`src/rtl/rd_bus_pkg.sv`:
```
`default_nettype none

package rd_bus_pkg;

    localparam int BUS_AW = 64;
    localparam int BUS_DW = 64;

    localparam int BEAT_BYTES  = BUS_DW / 8;
    // address bits below the beat boundary
    localparam int BEAT_OFFSET = $clog2(BEAT_BYTES);

    typedef logic [BUS_AW-1:0] bus_addr_t;
    typedef logic [BUS_DW-1:0] bus_beat_t;

    // size is log2 of the byte count, as on AXI
    typedef logic [2:0] rd_size_t;

    localparam rd_size_t RD_SIZE_WORD = rd_size_t'(BEAT_OFFSET);

endpackage

`default_nettype wire

```
`src/rtl/rv_fetch_pkg.sv`:
```
`default_nettype none

package rv_fetch_pkg;

    localparam int XLEN = 64;
    localparam int ILEN = 32;

    // no compressed support, every instruction is a full word
    localparam int INST_BYTES = ILEN / 8;

    typedef logic [XLEN-1:0] xlen_t;
    typedef logic [ILEN-1:0] inst_t;

    localparam xlen_t RESET_PC = 64'h0000_0000_8000_0000;

    // jal and taken branches share one cause
    typedef enum logic [1:0] {
        CAUSE_NONE   = 2'd0,
        CAUSE_BRANCH = 2'd1,
        CAUSE_JALR   = 2'd2,
        CAUSE_TRAP   = 2'd3
    } redirect_cause_t;

    typedef struct packed {
        xlen_t pc;
        inst_t inst;
    } fetch_item_t;

endpackage

`default_nettype wire
```
`src/rtl/fetch_unit.sv`:
```
`timescale 1ns/1ps
`default_nettype none

module fetch_unit (
    input  wire logic                  clk,
    input  wire logic                  reset_i,
    input  wire logic                  redir_valid_i,
    input  wire rv_fetch_pkg::xlen_t   redir_pc_i,
    input  wire logic                  rd_addr_ready_i,
    input  wire logic                  rd_data_valid_i,
    input  wire rd_bus_pkg::bus_beat_t rd_data_i,
    input  wire logic                  push_ready_i,
    output logic                       rd_addr_valid_o,
    output rd_bus_pkg::bus_addr_t      rd_addr_o,
    output rd_bus_pkg::rd_size_t       rd_size_o,
    output logic                       rd_data_ready_o,
    output logic                       push_valid_o,
    output rv_fetch_pkg::fetch_item_t  push_item_o,
    output logic                       queue_flush_o
);
    import rv_fetch_pkg::*;
    import rd_bus_pkg::*;

    xlen_t pc_q;
    // address accepted, beat not yet back
    logic  busy_q;
    logic  stale_q;
    logic  addr_xfer;
    logic  data_xfer;
    logic  keep_beat;
    logic  start_req;
    inst_t beat_inst;

    assign addr_xfer = rd_addr_valid_o && rd_addr_ready_i;
    assign data_xfer = rd_data_valid_i && rd_data_ready_o;

    // beat belongs to the current pc and no redirect cancels it
    assign keep_beat = data_xfer && !stale_q && !redir_valid_i;

    // wait one cycle after a redirect so the new pc is used
    assign start_req = !rd_addr_valid_o && !busy_q && !redir_valid_i;

    assign rd_size_o     = RD_SIZE_WORD;
    assign queue_flush_o = redir_valid_i;

    // stale beats always drain, live ones need a free push slot
    assign rd_data_ready_o = busy_q && (stale_q || !push_valid_o || push_ready_i);

    // pc bit 2 picks the half of the beat
    assign beat_inst = pc_q[BEAT_OFFSET-1] ? rd_data_i[2*ILEN-1:ILEN] : rd_data_i[ILEN-1:0];

    always_ff @(posedge clk) begin
        if (reset_i) begin
            pc_q <= RESET_PC;
        end else if (redir_valid_i) begin
            pc_q <= redir_pc_i;
        end else if (keep_beat) begin
            pc_q <= pc_q + xlen_t'(INST_BYTES);
        end
    end

    // request handshake, one in flight at a time
    always_ff @(posedge clk) begin
        if (reset_i) begin
            rd_addr_valid_o <= 1'b0;
            busy_q          <= 1'b0;
        end else begin
            if (start_req) begin
                rd_addr_valid_o <= 1'b1;
            end else if (addr_xfer) begin
                rd_addr_valid_o <= 1'b0;
            end
            if (addr_xfer) begin
                busy_q <= 1'b1;
            end else if (data_xfer) begin
                busy_q <= 1'b0;
            end
        end
    end

    always_ff @(posedge clk) begin
        if (start_req) begin
            rd_addr_o <= pc_q & ~bus_addr_t'(BEAT_BYTES - 1);
        end
    end

    // a request still on the bus when the pc jumps comes back stale
    always_ff @(posedge clk) begin
        if (reset_i) begin
            stale_q <= 1'b0;
        end else if (redir_valid_i && (rd_addr_valid_o || (busy_q && !data_xfer))) begin
            stale_q <= 1'b1;
        end else if (data_xfer) begin
            stale_q <= 1'b0;
        end
    end

    always_ff @(posedge clk) begin
        if (reset_i) begin
            push_valid_o <= 1'b0;
        end else if (redir_valid_i) begin
            push_valid_o <= 1'b0;
        end else if (keep_beat) begin
            push_valid_o <= 1'b1;
        end else if (push_ready_i) begin
            push_valid_o <= 1'b0;
        end
    end

    always_ff @(posedge clk) begin
        if (keep_beat) begin
            push_item_o.pc   <= pc_q;
            push_item_o.inst <= beat_inst;
        end
    end

    a_single_outstanding: assert property (
        @(posedge clk) disable iff (reset_i)
        $rose(rd_addr_valid_o) |-> !busy_q && !$past(busy_q)
    );

endmodule

`default_nettype wire

```
`config.mk`:
```
export PLATFORM = sky130hd
export DESIGN_NAME = fetch_unit
export DESIGN_NICKNAME = d
export VERILOG_FILES = /design/src/rtl/rd_bus_pkg.sv /design/src/rtl/rv_fetch_pkg.sv /design/src/rtl/fetch_unit.sv
export SDC_FILE = /design/constraint.sdc
export NUM_CORES = 1
export LEC_CHECK = 0
export ABC_AREA = 1
export CAP_MARGIN = 20
export CORE_UTILIZATION = 55
export DETAILED_ROUTE_END_ITERATION = 10
export DONT_BUFFER_PORTS = 1
export PLACE_DENSITY = 0.84
export SYNTH_ARGS = -nofsm -noshare
export SYNTH_HDL_FRONTEND = slang
export SYNTH_SLANG_ARGS = --single-unit
```
`constraint.sdc`:
```
create_clock -name clk -period 7.1 [get_ports clk]
set_input_delay 2.13 -clock clk [delete_from_list [all_inputs] [get_ports clk]]
set_output_delay 2.13 -clock clk [all_outputs]
set_load 0.02 [all_outputs]
```
==> flow_metrics.py, run 1 <==
metrics = {
    "critical_path": {
        "cpPeakStageDelay_ns": 0.12,
        "worstPathMaxFanout": 3,
        "crit_required_ns": 4.97,
        "endpoint_kind": "primary output",
        "worst-setup-path-type": "in -> out",
        "arrival_ns": 2.41,
        "critPathLaunchType": "primary input",
        "cp_cell_sequence": "inv_1, nand3_1, nand2_1, inv_2",
        "r2r_setup_slack_ns": 4.44,
        "crit_slowest_cell": "inv_2",
    },
    "clock_network": {
        "clock_sinks": 225,
        "cts_root_buf": "clkbuf_16",
        "clk_latency_ns": 0.50,
        "post_cts_buffers": 0,
        "ctsHoldBuffers": 0,
        "cts_tree": "done",
        "htreeDepth": 1,
        "cts.path.max_buffers": 3,
        "cts-resized-gates": 0,
        "numCtsBuffers": 22,
        "clk_pin_slew_ns": 0.06,
    },
    "placement": {
        "dp_slack_ns": 2.556,
        "portBuffers": 0,
        "place_inst": 1308,
        "hpwl_mm": 19.76,
        "dpl_cell_area_um2": 10230,
        "gp_congestion": 0.9691,
    },
    "final_layout": {
        "regArea_um2": 6076,
        "fin_area_um2": 11040,
        "fillers": 1511,
        "final_nets": 1238,
        "fin_cells": 1352,
        "syn_to_final_growth_pct": 9.414,
        "utilization_pct": 61.45,
        "drive_above_1_share_pct": 8.400,
        "multiInputGateArea_um2": 3525,
    },
    "floorplanning": {
        "rows": 49,
        "die_y_um": 137.4,
        "start_util_pct": 56.16,
        "coreArea_um2": 17960,
        "dieArea_um2": 18890,
        "io_pins": 301,
        "die_width_um": 137.4,
    },
    "power_and_ir_drop": {
        "power_mw": 2.999,
        "leakage_nw": 4.051,
        "p_per_area_nw_per_um2": 271.7,
        "vdd_drop_max_mv": 0.2716,
    },
    "routing": {
        "drt-wirelength-per-cell_um": 19.91,
        "drcViolationCount": 0,
        "ant_nets": 0,
        "drtIter0Drc": 592,
        "firstDrtPassIters": 8,
        "wl_mm": 26.93,
        "avgViaCountPerCell": 5.649,
        "vias": 7637,
    },
    "timing": {
        "slew_violations": 0,
        "final-hold-violation-count": 0,
        "max_freq_mhz": 220.2,
        "fin_crit_sh_pct": 63.95,
        "tightest_slew_ns": 0.9038,
        "worst_slack_ns": 2.560,
        "finClkSkew_ns": 0.01149,
        "hold_ws_ns": 0.4251,
        "min_period_ns": 4.540,
        "rsz0062_at_grt": "no",
        "slew_headroom_pct": 39.75,
        "setup_violations": 0,
        "final.setup.tns_ns": 0,
    },
    "run_status": {
        "status": "finished clean",
    },
    "synth": {
        "synthTopCellsByCount": "nand2_1 (351), nor2_1 (163), edfxtp_1 (157)",
        "async_flop_share_pct": 0,
        "yosysTopAreaCellShare_pct": 46.73,
        "synth_seq_cells": 225,
        "synth_most_common_cell": "nand2_1",
        "synth_cell_types": 37,
        "yosysWarnings": 0,
        "synth-edff-count": 157,
        "ys.flop_type": "edfxtp_1",
        "synth_area_um2": 10090,
        "synth_cells": 1111,
        "ys_top_cells_by_area": "edfxtp_1 (47%), dfxtp_1 (13%), nand2_1 (13%)",
        "avgSynthCellArea_um2": 9.080,
        "ys_seq_area_share_pct": 60.23,
        "yosys.area.top_type": "edfxtp_1",
    },
    "flow_run": {
        "drv_cap": 0,
    },
    "global_route": {
        "track_usage_pct": 27.91,
        "grt_pass1_wl_mm": 39.16,
        "antenna_found_initial": 2,
        "grt_start_max_net_pins": 87,
        "gr-total-overflow": 0,
        "first_global_vias": 7095,
    },
    "worst_hold_path": {
        "worstHoldPathType": "reg -> reg",
    },
}
[final cells by class]
| class | instances | area share (%) |
|---|---|---|
| Clock buffer | 29 | 5.792 |
| Timing Repair Buffer | 6 | 0.4081 |
| Tap cell | 229 | 2.596 |
| Clock inverter | 11 | 1.451 |
| Inverter | 79 | 2.686 |
| Multi-Input combinational cell | 769 | 31.93 |
| Antenna cell | 4 | 0.09068 |
| Sequential cell | 225 | 55.04 |
[path summary, 6_finish.rpt]
kind / startpoint / endpoint / depth (start not counted)
hold / removal: pc_q[0] / push_item_o[32] / 0
hold reg to reg: pc_q[0] / push_item_o[32] / 0
setup reg to reg: pc_q[2] / pc_q[52] / 11
setup / recovery: push_ready_i / rd_data_ready_o / 4
[registers in the layout, summed over array words and instances (netlist names)]
signal,count
pc_q,64
rd_addr_o,61
stale_q,1
rd_addr_valid_o,1
push_valid_o,1
busy_q,1
push_item_o,96
[layer usage]
| layer | up-vias | wire [um] | GRT usage, % |
|---|---|---|---|
| met3 | 68 | 2250 | 5.114 |
| met2 | 397 | 13160 | 48.74 |
| li1 | 3610 | - | - |
| met4 | 0 | 916 | 10.56 |
| met5 | - | 0 | 0 |
| met1 | 3562 | 10600 | 34.11 |
[report_power, final]
group	switching [mW]	total (mW)	internal, mW
clock network	0.478	1.26	0.781
logic	0.0978	0.144	0.0462
registers	0.112	1.60	1.48
total	0.688	3.00	2.31
[cells by family after synthesis]
group / share of synthesized area (%)
DFF: 60.23
other: 0.07444
AOI/OAI and AO/OA: 6.090
and+or+nand+nor: 26.28
xor gates and xnor gates: 2.170
buffers and inverters: 5.035
adders and majority gates: 0.1240
[cell usage in the layout, fill, tap and decap left out, types with 2 or more instances in the layout]
cell type | synthesis | final
nand2_4 | 4 | 4
diode_2 | 0 | 4
edfxtp_1 | 157 | 157
dfxtp_1 | 68 | 68
clkinv_1 | 3 | 4
inv_2 | 6 | 7
o21ai_0 | 47 | 47
nand3b_1 | 3 | 3
nor3_1 | 4 | 3
buf_4 | 10 | 6
a31oi_1 | 15 | 15
nand2_2 | 8 | 8
clkbuf_16 | 0 | 24
nor2_8 | 2 | 2
or2_2 | 2 | 2
clkbuf_1 | 22 | 3
nor2_1 | 163 | 163
clkinv_2 | 0 | 3
nand4_1 | 7 | 7
bufinv_16 | 0 | 4
nand3_2 | 2 | 2
a21oi_1 | 43 | 43
inv_1 | 70 | 70
o21bai_1 | 3 | 3
nor2_2 | 15 | 15
xnor2_1 | 15 | 15
clkbuf_8 | 0 | 2
nor2_4 | 8 | 8
a21oi_2 | 3 | 3
xor2_1 | 10 | 10
nand3_1 | 52 | 52
nand2_1 | 351 | 351
conb_1 | 2 | 6
[worst max-delay path, delay by kind of cell]
kind | cells | cell delay (ns)
buf+inv | 2 | 0.15
simple gates | 2 | 0.13
No activity file was read; power rests on OpenSTA's default activity.
==> run 2: changes to the inputs <==
==> constraint.sdc (replaced) <==
create_clock -name clk -period 4 [get_ports clk]
set_input_delay 1.2 -clock clk [delete_from_list [all_inputs] [get_ports clk]]
set_output_delay 1.2 -clock clk [all_outputs]
set_load 0.02 [all_outputs]
==> run 2 against run 1 <==
Compared with the run above: clock skew grew 0.0039 ns; power up 73%; clock power rose by 67%; sequential power rose by 77%; critical endpoint unchanged.
==> flow_metrics.py, run 2 (synthesis results as in run 1) <==
metrics = {
    "run_status": {
        "status": "finished clean",
    },
    "routing": {
        "firstDrtPassIters": 5,
        "drcViolationCount": 0,
        "wl_met3_mm": 2.657,
        "top_layer": "met4",
        "avgViaCountPerCell": 5.700,
        "drt-wirelength-per-cell_um": 20.02,
        "wl_met2_mm": 12.86,
        "drtIter0Drc": 638,
        "vias": 7752,
        "wl_mm": 27.23,
        "ant_nets": 0,
        "wl_met1_mm": 10.46,
    },
    "placement": {
        "portBuffers": 0,
        "gp_congestion": 0.9628,
        "hpwl_mm": 20.07,
    },
    "critical_path": {
        "ff2ff_path_depth": 11,
        "crit_buf_inv": 2,
        "arrival_ns": 1.48,
        "crit_family": "buffers and inverters",
        "worstSetupPathDepth": 4,
        "worst-setup-path-type": "in -> out",
        "endpoint_kind": "primary output",
        "cp_cell_sequence": "inv_1, nand3_1, nand2_1, inv_2",
        "worstPathMaxFanout": 3,
        "crit_end": "rd_data_ready_o",
        "r2r_setup_slack_ns": 1.66,
        "critPathLaunchType": "primary input",
        "crit_required_ns": 2.80,
        "cpPeakStageDelay_ns": 0.13,
        "startpoint": "push_ready_i",
        "crit_slowest_cell": "inv_2",
        "r2r_end": "pc_q[52]",
        "r2r-start": "pc_q[2]",
    },
    "flow_run": {
        "drv_cap": 0,
    },
    "global_route": {
        "gr-total-overflow": 0,
        "first_global_vias": 7352,
        "grt_pass1_wl_mm": 39.59,
        "antenna_found_initial": 5,
        "grt_start_max_net_pins": 87,
        "track_usage_pct": 28.40,
    },
    "power_and_ir_drop": {
        "leakage_nw": 4.049,
        "p_per_area_nw_per_um2": 470.9,
        "power_mw": 5.200,
        "vdd_drop_max_mv": 0.5451,
    },
    "clock_network": {
        "cts_root_buf": "clkbuf_16",
        "clk_latency_ns": 0.52,
        "post_cts_buffers": 0,
        "cts.path.max_buffers": 3,
        "cts_tree": "done",
        "clock_sinks": 225,
        "numCtsBuffers": 23,
        "cts-resized-gates": 0,
        "htreeDepth": 1,
        "clk_pin_slew_ns": 0.06,
        "ctsHoldBuffers": 0,
    },
    "timing": {
        "final.setup.tns_ns": 0,
        "final-hold-violation-count": 0,
        "finClkSkew_ns": 0.01538,
        "max_freq_mhz": 372.7,
        "slew_violations": 0,
        "rsz0062_at_grt": "no",
        "setup_violations": 0,
        "fin_crit_sh_pct": 67.07,
        "slew_headroom_pct": 41.04,
        "min_period_ns": 2.683,
        "tightest_slew_ns": 0.8844,
    },
    "final_layout": {
        "final_nets": 1244,
        "largest_reg_flops": 96,
        "syn_to_final_growth_pct": 9.475,
        "layout_commonest_cell": "nand2_1",
        "largest-register": "push_item_o",
        "reg_top3": "push_item_o: 96 flops, pc_q: 64 flops, rd_addr_o: 61 flops",
        "final_cell_mix": "nand2_1 (351), nor2_1 (163), edfxtp_1 (157)",
        "fillers": 1475,
        "drive_above_1_share_pct": 8.792,
    },
    "worst_hold_path": {
        "worstHoldPathType": "reg -> reg",
    },
    "floorplanning": {
        "die_y_um": 137.4,
        "coreArea_um2": 17960,
        "dieArea_um2": 18890,
        "io_pins": 301,
        "die_width_um": 137.4,
        "start_util_pct": 56.16,
        "rows": 49,
    },
}
## run 2: layout make-up
| class | instances | area [um2] | share of cell area, % |
|---|---|---|---|
| flip-flops and latches | 225 | 6076 | 55.01 |
| well taps | 229 | 286.5 | 2.594 |
| diodes | 5 | 12.51 | 0.1133 |
| clock inverters | 11 | 121.4 | 1.099 |
| clock buffers | 31 | 625.6 | 5.664 |
| inverters | 79 | 296.5 | 2.685 |
| multi-input cells | 769 | 3531 | 31.97 |
| repair buffers | 11 | 95.09 | 0.8610 |
## run 2: layer usage
metal	GRT usage, %	up-vias
li1	-	3627
met1	34.68	3583
met2	47.24	457
met3	6.402	85
met4	14.04	0
met5	0	-
## run 2: worst reg2reg max path, cell delays in order (launching register included)
cell     delay [ns]
dfxtp_1        0.34
buf_4          0.34
ha_1           0.34
nand2_2        0.11
nor2_4         0.17
nand3_2        0.15
nor2_1         0.36
nand3_1        0.12
nand2_1        0.08
nand3_1        0.07
nand2_1        0.10
a21oi_1        0.06
## run 2: worst min path at each step
stage	from	end	slack, ns	cells past startpoint
final	pc_q[1]	push_item_o[33]	0.43	0
after global routing	pc_q[1]	push_item_o[33]	0.44	0
after CTS	pc_q[1]	push_item_o[33]	0.43	0
after detailed placement	pc_q[1]	push_item_o[33]	0.41	0
after global placement	pc_q[1]	push_item_o[33]	0.41	0
after floorplan	pc_q[0]	push_item_o[32]	0.40	0
## run 2: report_power, final
| group | leakage [nW] | internal [mW] | switching [mW] |
|---|---|---|---|
| Combinational | 1.64 | 0.0855 | 0.183 |
| Sequential | 2.04 | 2.63 | 0.199 |
| Clock | 0.365 | 1.24 | 0.863 |
## run 2: metrics by stage
step           area [um2]  utilization (%)  hold WS (ns)  setup WS (ns)  instances
6_report            11040            61.48        0.4259          1.317       1360
5_1_grt             11040            61.48        0.4428          1.265       1360
4_1_cts             11030            61.41        0.4264          1.315       1355
3_5_place_dp        10280            57.25        0.4149          1.129       1313
3_3_place_gp        10280            57.25        0.4095          1.216       1313
2_1_floorplan       10110                -        0.4030         0.7386       1115
==> run 3: changes to the inputs <==
--- a/config.mk
+++ b/config.mk
@@ -10,7 +10,7 @@
 export CORE_UTILIZATION = 55
 export DETAILED_ROUTE_END_ITERATION = 10
 export DONT_BUFFER_PORTS = 1
-export PLACE_DENSITY = 0.84
+export PLACE_DENSITY = 0.81
 export SYNTH_ARGS = -nofsm -noshare
 export SYNTH_HDL_FRONTEND = slang
 export SYNTH_SLANG_ARGS = --single-unit
==> constraint.sdc (replaced) <==
create_clock -name clk -period 2.6 [get_ports clk]
set_input_delay 0.78 -clock clk [delete_from_list [all_inputs] [get_ports clk]]
set_output_delay 0.78 -clock clk [all_outputs]
set_load 0.02 [all_outputs]
==> run 3 against run 2 <==
Compared with the run above: non-clock buffer count increased by 6; core utilization increased by 0.68 points; die area did not move; flip-flop and latch count did not move; first-iteration DRC count up 27%; count of clock-buffer cells in the layout is 3 higher; power is 54% higher; via count fell by 0.74%; cell count increased by 0.37%; largest cell class unchanged.
==> flow_metrics.py, run 3 (synthesis results as in run 1) <==
metrics = {
    "clock_network": {
        "cts-resized-gates": 0,
        "cts_tree": "done",
        "numCtsBuffers": 22,
        "ctsHoldBuffers": 0,
        "post_cts_buffers": 0,
        "htreeDepth": 1,
        "cts.path.max_buffers": 3,
        "clk_pin_slew_ns": 0.06,
        "clock_sinks": 225,
        "clk_latency_ns": 0.50,
        "cts_root_buf": "clkbuf_16",
    },
    "critical_path": {
        "crit_required_ns": 3.00,
        "critPathLaunchType": "flop",
        "endpoint_kind": "flop",
        "arrival_ns": 2.49,
        "cp_cell_sequence": "nand2_1, nor2_1, nand2_1, nor2_1, nand2_1, o21ai_0, nand3_1, nand2_1, a21oi_2",
        "cpMostUsedCell": "nand2_1",
        "worstPathMaxFanout": 6,
        "cpPeakStageDelay_ns": 0.55,
        "crit_slowest_cell": "dfxtp_1",
        "worst-setup-path-type": "reg -> reg",
    },
    "final_layout": {
        "fin_area_um2": 11170,
        "layout_commonest_cell": "nand2_1",
        "final_nets": 1249,
        "largest-register": "push_item_o",
        "final_cell_mix": "nand2_1 (351), nor2_1 (163), edfxtp_1 (157)",
        "fillers": 1476,
        "largest_reg_flops": 96,
        "reg_top3": "push_item_o: 96 flops, pc_q: 64 flops, rd_addr_o: 61 flops",
        "drive_above_1_share_pct": 9.381,
        "utilization_pct": 62.16,
        "syn_to_final_growth_pct": 10.69,
    },
    "placement": {
        "gp_congestion": 1.015,
        "portBuffers": 0,
        "dp_slack_ns": 0.3066,
        "hpwl_mm": 20.33,
        "dpl_cell_area_um2": 10390,
    },
    "timing": {
        "finClkSkew_ns": 0.008253,
        "rsz0062_at_grt": "no",
        "final-hold-violation-count": 0,
        "slew_violations": 0,
        "max_freq_mhz": 477.8,
        "worst_slack_ns": 0.5071,
        "tightest_slew_ns": 0.6332,
        "setup_violations": 0,
        "slew_headroom_pct": 57.78,
        "min_period_ns": 2.093,
        "fin_crit_sh_pct": 80.50,
    },
    "routing": {
        "ant_nets": 0,
        "wl_mm": 27.57,
        "firstDrtPassIters": 6,
        "drt-wirelength-per-cell_um": 20.20,
        "vias": 7695,
        "drcViolationCount": 0,
        "avgViaCountPerCell": 5.637,
        "drtIter0Drc": 811,
    },
    "global_route": {
        "track_usage_pct": 28.68,
        "gr-total-overflow": 0,
        "grt_util_met1_pct": 35.72,
        "first_global_vias": 7132,
        "grt_use_met3_pct": 5.445,
        "grt_pass1_wl_mm": 39.91,
        "grt_busiest_layer": "met2",
        "met2_usage_pct": 48.80,
        "grt_start_max_net_pins": 87,
        "antenna_found_initial": 6,
    },
    "power_and_ir_drop": {
        "vdd_drop_max_mv": 0.7432,
        "p_per_area_nw_per_um2": 716.0,
        "pwr-share-seq_pct": 54.4,
        "power_mw": 7.995,
        "leakage_nw": 4.111,
        "combPwrFrac_pct": 5.4,
        "p_sw_share_pct": 23.50,
        "clkPwrFrac_pct": 40.2,
        "p_int_mw": 6.117,
        "power.switching_mw": 1.878,
    },
    "floorplanning": {
        "dieArea_um2": 18890,
        "die_y_um": 137.4,
        "die_width_um": 137.4,
        "rows": 49,
        "start_util_pct": 56.16,
        "io_pins": 301,
        "coreArea_um2": 17960,
    },
    "flow_run": {
        "drv_cap": 0,
    },
    "worst_hold_path": {
        "worstHoldPathType": "in -> reg",
    },
    "run_status": {
        "status": "finished clean",
    },
}
-- run 3: cell types whose count changed in the layout (fill, tap and decap cells not counted) --
| cell | previous run | this run |
|---|---|---|
| buf_12 | 1 | 6 |
| clkbuf_16 | 23 | 26 |
| bufinv_16 | 2 | 0 |
| clkbuf_1 | 6 | 4 |
| clkbuf_8 | 2 | 4 |
| inv_6 | 4 | 2 |
| buf_4 | 10 | 11 |
| clkinv_1 | 3 | 2 |
| clkinvlp_4 | 1 | 0 |
| diode_2 | 5 | 6 |
| inv_4 | 0 | 1 |
-- run 3: final cells by class --
cell class	count	area, um2	area share (%)
Multi-Input combinational cell	769	3531	31.62
Antenna cell	6	15.01	0.1345
Clock buffer	34	720.7	6.454
Timing Repair Buffer	17	202.7	1.815
Inverter	79	296.5	2.655
Sequential cell	225	6076	54.41
Clock inverter	6	38.79	0.3473
Tap cell	229	286.5	2.566
-- run 3: per-stage QoR --
step	hold slack (ns)	setup TNS, ns	instances
floorplan	0.4030	-11.53	1115
global placement	0.4097	0	1319
detailed placement	0.4139	0	1319
CTS	0.3321	0	1359
global route	0.3340	0	1365
finish	0.3487	0	1365
-- run 3: worst paths after layout --
| kind | from | cells after the start | slack [ns] | endpoint |
|---|---|---|---|---|
| max | pc_q[29] | 9 | 0.51 | pc_q[53] |
| min | redir_valid_i | 1 | 0.35 | push_valid_o |
| max reg2reg | pc_q[29] | 9 | 0.51 | pc_q[53] |
| min reg2reg | pc_q[1] | 0 | 0.43 | push_item_o[33] |
-- run 3: power groups by stage --
stage               clock network, mW  logic, mW  registers [mW]
finish                           3.21      0.430            4.35
global route                     3.41      0.486            4.37
CTS                              3.26      0.435            4.35
detailed placement                  0      0.431            4.42
global placement                    0      0.412            4.42
floorplan                           0      0.347            4.35
-- run 3: worst max-delay path, delay by kind of cell, from the launching register on --
family	cells	cell delay, ns
simple gates	7	1.23
flops	1	0.55
compound gates	2	0.21
-- run 3: layer usage --
| layer | routed length, um | vias up |
|---|---|---|
| li1 | - | 3640 |
| met1 | 10460 | 3576 |
| met2 | 13560 | 417 |
| met3 | 2714 | 62 |
| met4 | 830 | 0 |
| met5 | 0 | - |
